[src/verilog/ex_pkg.sv]
package ex_pkg;

	// widths fixed by the isa
	typedef logic [31:0] word_t;
	typedef logic [31:0] inst_t;
	typedef logic [4:0]  reg_addr_t;
	typedef logic [2:0]  funct3_t;
	typedef logic [5:0]  step_cnt_t;

	typedef enum logic [1:0] {
		DIV_IDLE,
		DIV_RUN,
		DIV_DONE
	} div_state_t;

	// major opcodes
	localparam logic [6:0] OPCODE_I   = 7'b0010011;
	localparam logic [6:0] OPCODE_R_M = 7'b0110011;
	localparam logic [6:0] OPCODE_B   = 7'b1100011;

	localparam logic [6:0] FUNCT7_R       = 7'b0000000;
	localparam logic [6:0] FUNCT7_SUB_SRA = 7'b0100000;
	localparam logic [6:0] FUNCT7_M       = 7'b0000001;

	// alu, shared by the r and i forms
	localparam funct3_t F3_ADD  = 3'b000;
	localparam funct3_t F3_SLL  = 3'b001;
	localparam funct3_t F3_SLT  = 3'b010;
	localparam funct3_t F3_SLTU = 3'b011;
	localparam funct3_t F3_XOR  = 3'b100;
	localparam funct3_t F3_SR   = 3'b101;
	localparam funct3_t F3_OR   = 3'b110;
	localparam funct3_t F3_AND  = 3'b111;

	// m extension, divide half only
	localparam funct3_t F3_DIV  = 3'b100;
	localparam funct3_t F3_DIVU = 3'b101;
	localparam funct3_t F3_REM  = 3'b110;
	localparam funct3_t F3_REMU = 3'b111;

	localparam funct3_t F3_BEQ  = 3'b000;
	localparam funct3_t F3_BNE  = 3'b001;
	localparam funct3_t F3_BLT  = 3'b100;
	localparam funct3_t F3_BGE  = 3'b101;
	localparam funct3_t F3_BLTU = 3'b110;
	localparam funct3_t F3_BGEU = 3'b111;

	// one quotient bit per step
	localparam int DIV_STEPS = 32;

	localparam word_t INST_BYTES = 32'd4; // next pc after a divide

endpackage

[src/verilog/div_counter.sv]
`timescale 1ns/1ps

module div_counter (
	input  logic clk_i,
	input  logic rst_n_i,
	input  logic clear_i,
	input  logic step_i,
	output logic last_step_o
);

	ex_pkg::step_cnt_t cnt;

	always_ff @(posedge clk_i or negedge rst_n_i) begin
		if (!rst_n_i) begin
			cnt <= '0;
		end else if (clear_i) begin
			cnt <= '0;
		end else if (step_i) begin
			cnt <= cnt + 1'b1;
		end
	end

	// high during the final step of the run
	assign last_step_o = step_i && (cnt == ex_pkg::step_cnt_t'(ex_pkg::DIV_STEPS - 1));

endmodule

[src/verilog/div_ctrl.sv]
`timescale 1ns/1ps

module div_ctrl (
	input  logic              clk_i,
	input  logic              rst_n_i,
	input  logic              div_req_i,
	input  ex_pkg::funct3_t   funct3_i,
	input  ex_pkg::reg_addr_t reg_waddr_i,
	input  logic              last_step_i,
	output logic              div_busy_o,
	output logic              div_ready_o,
	output logic              div_load_o,
	output logic              div_step_o,
	output logic              cnt_clear_o,
	output ex_pkg::reg_addr_t waddr_o,
	output ex_pkg::funct3_t   op_o
);

	ex_pkg::div_state_t state;
	ex_pkg::div_state_t state_nxt;

	always_comb begin
		state_nxt = state;
		case (state)
			ex_pkg::DIV_IDLE: if (div_req_i) state_nxt = ex_pkg::DIV_RUN;
			ex_pkg::DIV_RUN:  if (last_step_i) state_nxt = ex_pkg::DIV_DONE;
			ex_pkg::DIV_DONE: state_nxt = ex_pkg::DIV_IDLE;
			default:          state_nxt = ex_pkg::DIV_IDLE;
		endcase
	end

	always_ff @(posedge clk_i or negedge rst_n_i) begin
		if (!rst_n_i) begin
			state <= ex_pkg::DIV_IDLE;
		end else begin
			state <= state_nxt;
		end
	end

	// requests outside idle are dropped
	assign div_load_o  = (state == ex_pkg::DIV_IDLE) && div_req_i;
	assign cnt_clear_o = div_load_o;
	assign div_step_o  = (state == ex_pkg::DIV_RUN);
	assign div_ready_o = (state == ex_pkg::DIV_DONE);
	assign div_busy_o  = (state == ex_pkg::DIV_RUN) || (state == ex_pkg::DIV_DONE); // keeps hold over the write

	// destination and op for the write-back cycle
	always_ff @(posedge clk_i) begin
		if (div_load_o) begin
			waddr_o <= reg_waddr_i;
			op_o    <= funct3_i;
		end
	end

endmodule

[src/verilog/div_datapath.sv]
`timescale 1ns/1ps

module div_datapath (
	input  logic            clk_i,
	input  logic            rst_n_i,
	input  logic            load_i,
	input  logic            step_i,
	input  ex_pkg::funct3_t op_load_i,
	input  ex_pkg::funct3_t op_i,
	input  ex_pkg::word_t   dividend_i,
	input  ex_pkg::word_t   divisor_i,
	output ex_pkg::word_t   result_o
);

	logic          op_signed;
	logic          dvd_neg_in;
	logic          dvsr_neg_in;
	ex_pkg::word_t dvd_mag;
	ex_pkg::word_t dvsr_mag;

	ex_pkg::word_t quo;  // dividend shifts out, quotient shifts in
	ex_pkg::word_t rem;
	ex_pkg::word_t dvsr;
	logic          dvd_neg;
	logic          dvsr_neg;
	logic          dvsr_zero;

	logic [32:0]   shifted;
	logic [32:0]   trial;
	ex_pkg::word_t quo_fix;
	ex_pkg::word_t rem_fix;
	logic          quo_neg;

	assign op_signed   = (op_load_i == ex_pkg::F3_DIV) || (op_load_i == ex_pkg::F3_REM);
	assign dvd_neg_in  = op_signed && dividend_i[31];
	assign dvsr_neg_in = op_signed && divisor_i[31];
	assign dvd_mag     = dvd_neg_in ? -dividend_i : dividend_i;
	assign dvsr_mag    = dvsr_neg_in ? -divisor_i : divisor_i;

	always_ff @(posedge clk_i or negedge rst_n_i) begin
		if (!rst_n_i) begin
			dvd_neg   <= 1'b0;
			dvsr_neg  <= 1'b0;
			dvsr_zero <= 1'b0;
		end else if (load_i) begin
			dvd_neg   <= dvd_neg_in;
			dvsr_neg  <= dvsr_neg_in;
			dvsr_zero <= (divisor_i == '0);
		end
	end

	// partial remainder is below the divisor, so one extra bit is enough
	assign shifted = {rem, quo[31]};
	assign trial   = shifted - {1'b0, dvsr};

	always_ff @(posedge clk_i) begin
		if (load_i) begin
			quo  <= dvd_mag;
			rem  <= '0;
			dvsr <= dvsr_mag;
		end else if (step_i) begin
			if (!trial[32]) begin
				rem <= trial[31:0];
				quo <= {quo[30:0], 1'b1};
			end else begin
				rem <= shifted[31:0]; // restore
				quo <= {quo[30:0], 1'b0};
			end
		end
	end

	// zero divisor leaves all ones in quo and the dividend in rem
	assign quo_neg = (dvd_neg ^ dvsr_neg) && !dvsr_zero;
	assign quo_fix = quo_neg ? -quo : quo;
	assign rem_fix = dvd_neg ? -rem : rem;

	always_comb begin
		case (op_i)
			ex_pkg::F3_REM, ex_pkg::F3_REMU: result_o = rem_fix;
			default:                         result_o = quo_fix;
		endcase
	end

endmodule

[src/verilog/ex_alu.sv]
`timescale 1ns/1ps

module ex_alu (
	input  ex_pkg::inst_t inst_i,
	input  ex_pkg::word_t op1_i,
	input  ex_pkg::word_t op2_i,
	input  logic          reg_wen_i,
	output ex_pkg::word_t alu_wdata_o,
	output logic          alu_wen_o,
	output logic          div_req_o
);

	logic [6:0]      opcode;
	logic [6:0]      funct7;
	ex_pkg::funct3_t funct3;
	logic            is_i;
	logic            is_r;
	logic            is_r_alu;
	logic            is_m;
	logic [4:0]      shamt;
	ex_pkg::word_t   sum;
	ex_pkg::word_t   diff;
	ex_pkg::word_t   srl_res;
	ex_pkg::word_t   sra_res;
	logic            lt_s;
	logic            lt_u;
	ex_pkg::word_t   res;

	assign opcode = inst_i[6:0];
	assign funct3 = inst_i[14:12];
	assign funct7 = inst_i[31:25];

	assign is_i     = (opcode == ex_pkg::OPCODE_I);
	assign is_r     = (opcode == ex_pkg::OPCODE_R_M);
	assign is_r_alu = is_r && ((funct7 == ex_pkg::FUNCT7_R) ||
		(funct7 == ex_pkg::FUNCT7_SUB_SRA));
	assign is_m     = is_r && (funct7 == ex_pkg::FUNCT7_M);

	assign shamt = op2_i[4:0];

	assign sum     = op1_i + op2_i;
	assign diff    = op1_i - op2_i;
	assign srl_res = op1_i >> shamt;
	assign sra_res = ex_pkg::word_t'($signed(op1_i) >>> shamt);
	assign lt_s    = ($signed(op1_i) < $signed(op2_i));
	assign lt_u    = (op1_i < op2_i);

	always_comb begin
		case (funct3)
			ex_pkg::F3_ADD: begin
				// bit 30 is immediate data for addi
				res = (is_r && inst_i[30]) ? diff : sum;
			end
			ex_pkg::F3_SLL:  res = op1_i << shamt;
			ex_pkg::F3_SLT:  res = {31'b0, lt_s};
			ex_pkg::F3_SLTU: res = {31'b0, lt_u};
			ex_pkg::F3_XOR:  res = op1_i ^ op2_i;
			ex_pkg::F3_SR:   res = inst_i[30] ? sra_res : srl_res; // srai / sra
			ex_pkg::F3_OR:   res = op1_i | op2_i;
			ex_pkg::F3_AND:  res = op1_i & op2_i;
			default:         res = '0;
		endcase
	end

	always_comb begin
		div_req_o = 1'b0;
		if (is_m) begin
			case (funct3)
				ex_pkg::F3_DIV, ex_pkg::F3_DIVU,
				ex_pkg::F3_REM, ex_pkg::F3_REMU: div_req_o = 1'b1;
				default:                         div_req_o = 1'b0;
			endcase
		end
	end

	// mul and other opcodes leave zero
	assign alu_wdata_o = (is_i || is_r_alu) ? res : '0;

	// divider writes back later
	assign alu_wen_o = div_req_o ? 1'b0 : reg_wen_i;

endmodule

[src/verilog/ex_branch.sv]
`timescale 1ns/1ps

module ex_branch (
	input  ex_pkg::inst_t inst_i,
	input  ex_pkg::word_t inst_addr_i,
	input  ex_pkg::word_t op1_i,
	input  ex_pkg::word_t op2_i,
	output logic          br_jump_o,
	output ex_pkg::word_t br_addr_o
);

	ex_pkg::word_t b_imm;
	logic          is_b;
	logic          eq;
	logic          lt_s;
	logic          lt_u;
	logic          taken;

	assign is_b = (inst_i[6:0] == ex_pkg::OPCODE_B);

	// scrambled b-type immediate, lsb always zero
	assign b_imm = {{19{inst_i[31]}}, inst_i[31], inst_i[7], inst_i[30:25],
		inst_i[11:8], 1'b0};

	assign eq   = (op1_i == op2_i);
	assign lt_s = ($signed(op1_i) < $signed(op2_i));
	assign lt_u = (op1_i < op2_i);

	always_comb begin
		case (inst_i[14:12])
			ex_pkg::F3_BEQ:  taken = eq;
			ex_pkg::F3_BNE:  taken = !eq;
			ex_pkg::F3_BLT:  taken = lt_s;
			ex_pkg::F3_BGE:  taken = !lt_s;
			ex_pkg::F3_BLTU: taken = lt_u;
			ex_pkg::F3_BGEU: taken = !lt_u;
			default:         taken = 1'b0; // 010 and 011 are reserved
		endcase
	end

	assign br_jump_o = is_b && taken;
	assign br_addr_o = br_jump_o ? (inst_addr_i + b_imm) : '0;

endmodule

[src/verilog/ex_top.sv]
`timescale 1ns/1ps

module ex_top (
	input  logic              clk_i,
	input  logic              rst_n_i,
	input  ex_pkg::inst_t     inst_i,
	input  ex_pkg::word_t     inst_addr_i,
	input  ex_pkg::word_t     op1_i,
	input  ex_pkg::word_t     op2_i,
	input  ex_pkg::reg_addr_t reg_waddr_i,
	input  logic              reg_wen_i,
	output ex_pkg::word_t     reg_wdata_o,
	output ex_pkg::reg_addr_t reg_waddr_o,
	output logic              reg_wen_o,
	output logic              jump_flag_o,
	output ex_pkg::word_t     jump_addr_o,
	output logic              hold_flag_o
);

	ex_pkg::funct3_t   funct3;
	ex_pkg::word_t     alu_wdata;
	logic              alu_wen;
	logic              div_req;
	logic              br_jump;
	ex_pkg::word_t     br_addr;
	logic              div_busy;
	logic              div_ready;
	logic              div_load;
	logic              div_step;
	logic              cnt_clear;
	ex_pkg::reg_addr_t div_result_waddr;
	ex_pkg::funct3_t   div_result_op;
	logic              last_step;
	ex_pkg::word_t     div_result;

	assign funct3 = inst_i[14:12];

	ex_alu u_alu (
		.inst_i      (inst_i),
		.op1_i       (op1_i),
		.op2_i       (op2_i),
		.reg_wen_i   (reg_wen_i),
		.alu_wdata_o (alu_wdata),
		.alu_wen_o   (alu_wen),
		.div_req_o   (div_req)
	);

	ex_branch u_branch (
		.inst_i      (inst_i),
		.inst_addr_i (inst_addr_i),
		.op1_i       (op1_i),
		.op2_i       (op2_i),
		.br_jump_o   (br_jump),
		.br_addr_o   (br_addr)
	);

	div_ctrl u_div_ctrl (
		.clk_i       (clk_i),
		.rst_n_i     (rst_n_i),
		.div_req_i   (div_req),
		.funct3_i    (funct3),
		.reg_waddr_i (reg_waddr_i),
		.last_step_i (last_step),
		.div_busy_o  (div_busy),
		.div_ready_o (div_ready),
		.div_load_o  (div_load),
		.div_step_o  (div_step),
		.cnt_clear_o (cnt_clear),
		.waddr_o     (div_result_waddr),
		.op_o        (div_result_op)
	);

	div_counter u_div_counter (
		.clk_i       (clk_i),
		.rst_n_i     (rst_n_i),
		.clear_i     (cnt_clear),
		.step_i      (div_step),
		.last_step_o (last_step)
	);

	div_datapath u_div_datapath (
		.clk_i      (clk_i),
		.rst_n_i    (rst_n_i),
		.load_i     (div_load),
		.step_i     (div_step),
		.op_load_i  (funct3),
		.op_i       (div_result_op),
		.dividend_i (op1_i),
		.divisor_i  (op2_i),
		.result_o   (div_result)
	);

	// divide issue flushes and refetches the next instruction
	assign jump_flag_o = br_jump || div_req;
	assign jump_addr_o = div_req ? (inst_addr_i + ex_pkg::INST_BYTES) : br_addr;
	assign hold_flag_o = br_jump || div_req || div_busy;

	// upstream only sends bubbles while the divider owns the port
	assign reg_wdata_o = div_ready ? div_result : alu_wdata;
	assign reg_waddr_o = div_ready ? div_result_waddr : reg_waddr_i;
	assign reg_wen_o   = div_ready || alu_wen;

endmodule
[config.mk]
export PLATFORM = sky130hd
export DESIGN_NAME = ex_top
export DESIGN_NICKNAME = d
export VERILOG_FILES = /design/src/verilog/ex_pkg.sv /design/src/verilog/div_counter.sv /design/src/verilog/div_ctrl.sv /design/src/verilog/div_datapath.sv /design/src/verilog/ex_alu.sv /design/src/verilog/ex_branch.sv /design/src/verilog/ex_top.sv
export SDC_FILE = /design/constraint.sdc
export NUM_CORES = 1
export LEC_CHECK = 0
export BUFFER_PORTS_ARGS = -buffer_cell sky130_fd_sc_hd__buf_4
export CAP_MARGIN = 20
export CELL_PAD_IN_SITES_DETAIL_PLACEMENT = 1
export CELL_PAD_IN_SITES_GLOBAL_PLACEMENT = 2
export CORE_AREA = 5 5 217 325
export CTS_CLUSTER_DIAMETER = 40
export DETAILED_ROUTE_END_ITERATION = 6
export DIE_AREA = 0 0 222 330
export PLACE_DENSITY = 0.83
export SYNTH_ARGS = -nofsm -noshare
export SYNTH_HDL_FRONTEND = slang
export SYNTH_HIERARCHICAL = 1
export SYNTH_SLANG_ARGS = --single-unit
export TNS_END_PERCENT = 30
[constraint.sdc]
create_clock -name clk_i -period 4 [get_ports clk_i]
set_input_delay 0.2 -clock clk_i [delete_from_list [all_inputs] [get_ports clk_i]]
set_output_delay 0.2 -clock clk_i [all_outputs]
set_load 0.01 [all_outputs]
==> impl_metrics.csv <==
group,metric,value,unit
cells_and_area,drive_gt1_share,18.52,%
cts,cts-root-buf,"clkbuf_16",
outcome,status,"finished clean",
job,max-cap-violations,0,
timing,holdWs,0.08994,ns
cts,cts_max_path_buffers,3,
detailed_routing,viasPerCell,5.922,
timing,post-route-period-util,97.99,%
cts,path_clk_slew,0.06,ns
cts,clock_latency,0.49,ns
worst_setup_path,worstReg2RegEnd,"u_div_datapath/rem[13]$_SDFFE_PP0P_",
floorplan,pin_count,208,
power_and_ir_drop,p_leak,0.01087,uW
cts,clock_sinks,114,
worst_setup_path,path_class,"flip-flop to output port",
worst_setup_path,r2r_slack,0.40,ns
detailed_routing,drc,0,
cts,cts_inserted_buffers,25,
worst_setup_path,reg2reg_from,"u_div_datapath/quo[31]$_DFFE_PP_",
cts,htreeDepth,4,
placed_design,port-buffer-count,197,
floorplan,dieArea,73260,um^2
power_and_ir_drop,combPwrFrac,60.2,%
floorplan,num_rows,117,
timing,period_needed,3.920,ns
timing,fmax,255.1,MHz
global_route,grt_usage,27.03,%
detailed_routing,firstDrtPassIters,5,
timing,drv_slew,0,
power_and_ir_drop,switching_share,47.30,%
global_route,grt_pass1_wl,155600,um
worst_hold_path,worstHoldPathType,"primary input to async pin",
worst_setup_path,reg2regPathDepth,15,
worst_setup_path,startpoint_type,"flip-flop",
power_and_ir_drop,pwr-share-seq,23.2,%
power_and_ir_drop,p_int,5399,uW
power_and_ir_drop,peakVddDrop,0.0003658,V
timing,setup_viol,0,
worst_setup_path,arrival,3.72,ns
timing,relSlewSlack,27.69,%
placed_design,place_congestion,0.9717,
global_route,grt_pass1_vias,25576,
power_and_ir_drop,switchingPower,4845,uW
worst_setup_path,critPathCaptureType,"output port",
global_route,use_met3,1.938,%
timing,skew,0.01715,ns
detailed_routing,vias,24369,
floorplan,die_x,222,um
power_and_ir_drop,power_density,393.1,nW/um^2
cts,cts_setup_buffers,0,
detailed_routing,wl_per_cell,25.31,um
yosys,synth_area,21940,um^2
worst_setup_path,crit_fanout,4,
cells_and_area,n_fill_cell,8425,
floorplan,die_height,330,um
timing,fin_ws,0.08047,ns
global_route,grt_max_degree,105,
floorplan,start_util,32.59,%
worst_setup_path,startpoint,"u_div_datapath/quo[10]$_DFFE_PP_",
global_route,met1_usage,31.65,%
detailed_routing,ant_nets,0,
worst_setup_path,crit_path_end,"reg_wdata_o[31]",
placed_design,place_hpwl,84790,um
yosys,yosys_warnings,6,
floorplan,coreArea,67340,um^2
placed_design,dp_worst_setup_slack,0.07213,ns
cts,tritoncts,"yes",
yosys,syn_nets,3323,
timing,final_hold_viol_count,0,
global_route,gr-total-overflow,0,
detailed_routing,drt-initial-drc-count,1512,
worst_setup_path,required,3.80,ns
global_route,use_met2,50.23,%
cells_and_area,final_nets,3554,
cells_and_area,syn_to_final_growth,18.76,%
timing,rsz0062_at_grt,"true",
detailed_routing,routed_wirelength,104200,um
timing,worst_pin_slew,1.085,ns
global_route,grt.busiest_layer,"met2",
power_and_ir_drop,clockPowerShare,16.6,%
yosys,syn_avg_cell_area,7.359,um^2
yosys,syn_inst,2982,
global_route,antenna_found_initial,1,
cells_and_area,final_util,38.70,%
final cells by class:
type	count	area, um^2	area share, %
clock buffers	27	643.1	2.468
multi-input cells	2475	17410	66.79
inverters	212	795.8	3.053
diodes	4	10.01	0.03841
flip-flops and latches	114	3048	11.70
clock inverters	6	26.28	0.1008
well taps	892	1116	4.282
repair buffers	385	3017	11.58
registers in the layout (all words and copies together) (netlist names), 2 cells and up:
register and count:
u_div_datapath/quo 32, u_div_datapath/rem 32, u_div_datapath/dvsr 32, u_div_ctrl/op_o 2, u_div_counter/cnt 6, u_div_ctrl/waddr_o 5
u_div_ctrl/state 2
power by group through the flow:
| stage | registers [uW] | logic, uW | clock network [uW] |
|---|---|---|---|
| 2_1_floorplan | 2210 | 4030 | 0 |
| 3_3_place_gp | 2340 | 5880 | 0 |
| 3_5_place_dp | 2370 | 6060 | 0 |
| 4_1_cts | 2360 | 6130 | 1740 |
| 5_1_grt | 2440 | 6720 | 1780 |
| 6_report | 2370 | 6170 | 1700 |
critical path, cell delays in order (launching register included):
cell	delay (ns)
edfxtp_1	0.42
or4_1	0.59
or3_1	0.41
and4bb_4	0.39
nand2_1	0.15
o41a_1	0.37
xnor2_1	0.13
nand2_1	0.07
o21ai_1	0.16
mux2_2	0.39
buf_4	0.16
through the flow:
step	TNS [ns]	cell area (um^2)	power, uW	std cells
6_report	0	26060	10240	4115
5_1_grt	-0.07427	26050	10940	4112
4_1_cts	0	26000	10230	4110
3_5_place_dp	0	25270	8438	4071
3_3_place_gp	0	25270	8218	4071
2_1_floorplan	0	21940	6235	2982
timing repair:
| item | CTS | global route |
|---|---|---|
| setup endpoints to repair | 0 | 9 |
| hold endpoints to repair | 16 | 0 |
| hold buffers | 6 | 0 |
| gates resized for setup | 0 | 9 |
layout by cell type (no fill, tap or decap), types with 32 or more instances in the layout:
| cell | count |
|---|---|
| a211oi_1 | 51 |
| a21o_1 | 40 |
| a21oi_1 | 287 |
| a31oi_1 | 46 |
| buf_4 | 370 |
| dfxtp_1 | 32 |
| edfxtp_1 | 71 |
| ha_1 | 198 |
| inv_1 | 204 |
| mux2_2 | 46 |
| mux2i_1 | 44 |
| mux4_2 | 64 |
| nand2_1 | 251 |
| nand3_1 | 62 |
| nor2_1 | 367 |
| nor3_1 | 66 |
| o21ai_0 | 180 |
| o21ai_1 | 53 |
| o31ai_1 | 45 |
| or3_1 | 32 |
| xnor2_1 | 121 |
| xor2_1 | 88 |
worst min path at each step:
| stage | startpoint | endpoint | slack (ns) | depth (start not counted) |
|---|---|---|---|---|
| detailed placement | rst_n_i | u_div_counter/cnt[1]$_DFFE_PN0P_ | 0.05 | 1 |
| global route | rst_n_i | u_div_counter/cnt[1]$_DFFE_PN0P_ | 0.10 | 2 |
| floorplan | rst_n_i | u_div_counter/cnt[0]$_DFFE_PN0P_ | -0.1 | 0 |
| finish | rst_n_i | u_div_counter/cnt[1]$_DFFE_PN0P_ | 0.09 | 2 |
| global placement | rst_n_i | u_div_counter/cnt[3]$_DFFE_PN0P_ | 0.05 | 1 |
| CTS | op2_i[25] | u_div_datapath/dvsr[25]$_DFFE_PP_ | 0.08 | 2 |
layer usage:
| metal | wire, um | part of all wire, % |
|---|---|---|
| met4 | 5215 | 5.0 |
| met3 | 3804 | 3.7 |
| met2 | 53730 | 52 |
| met1 | 41420 | 40 |
| met5 | 0 | 0 |
(Power assumes the default switching activity.)
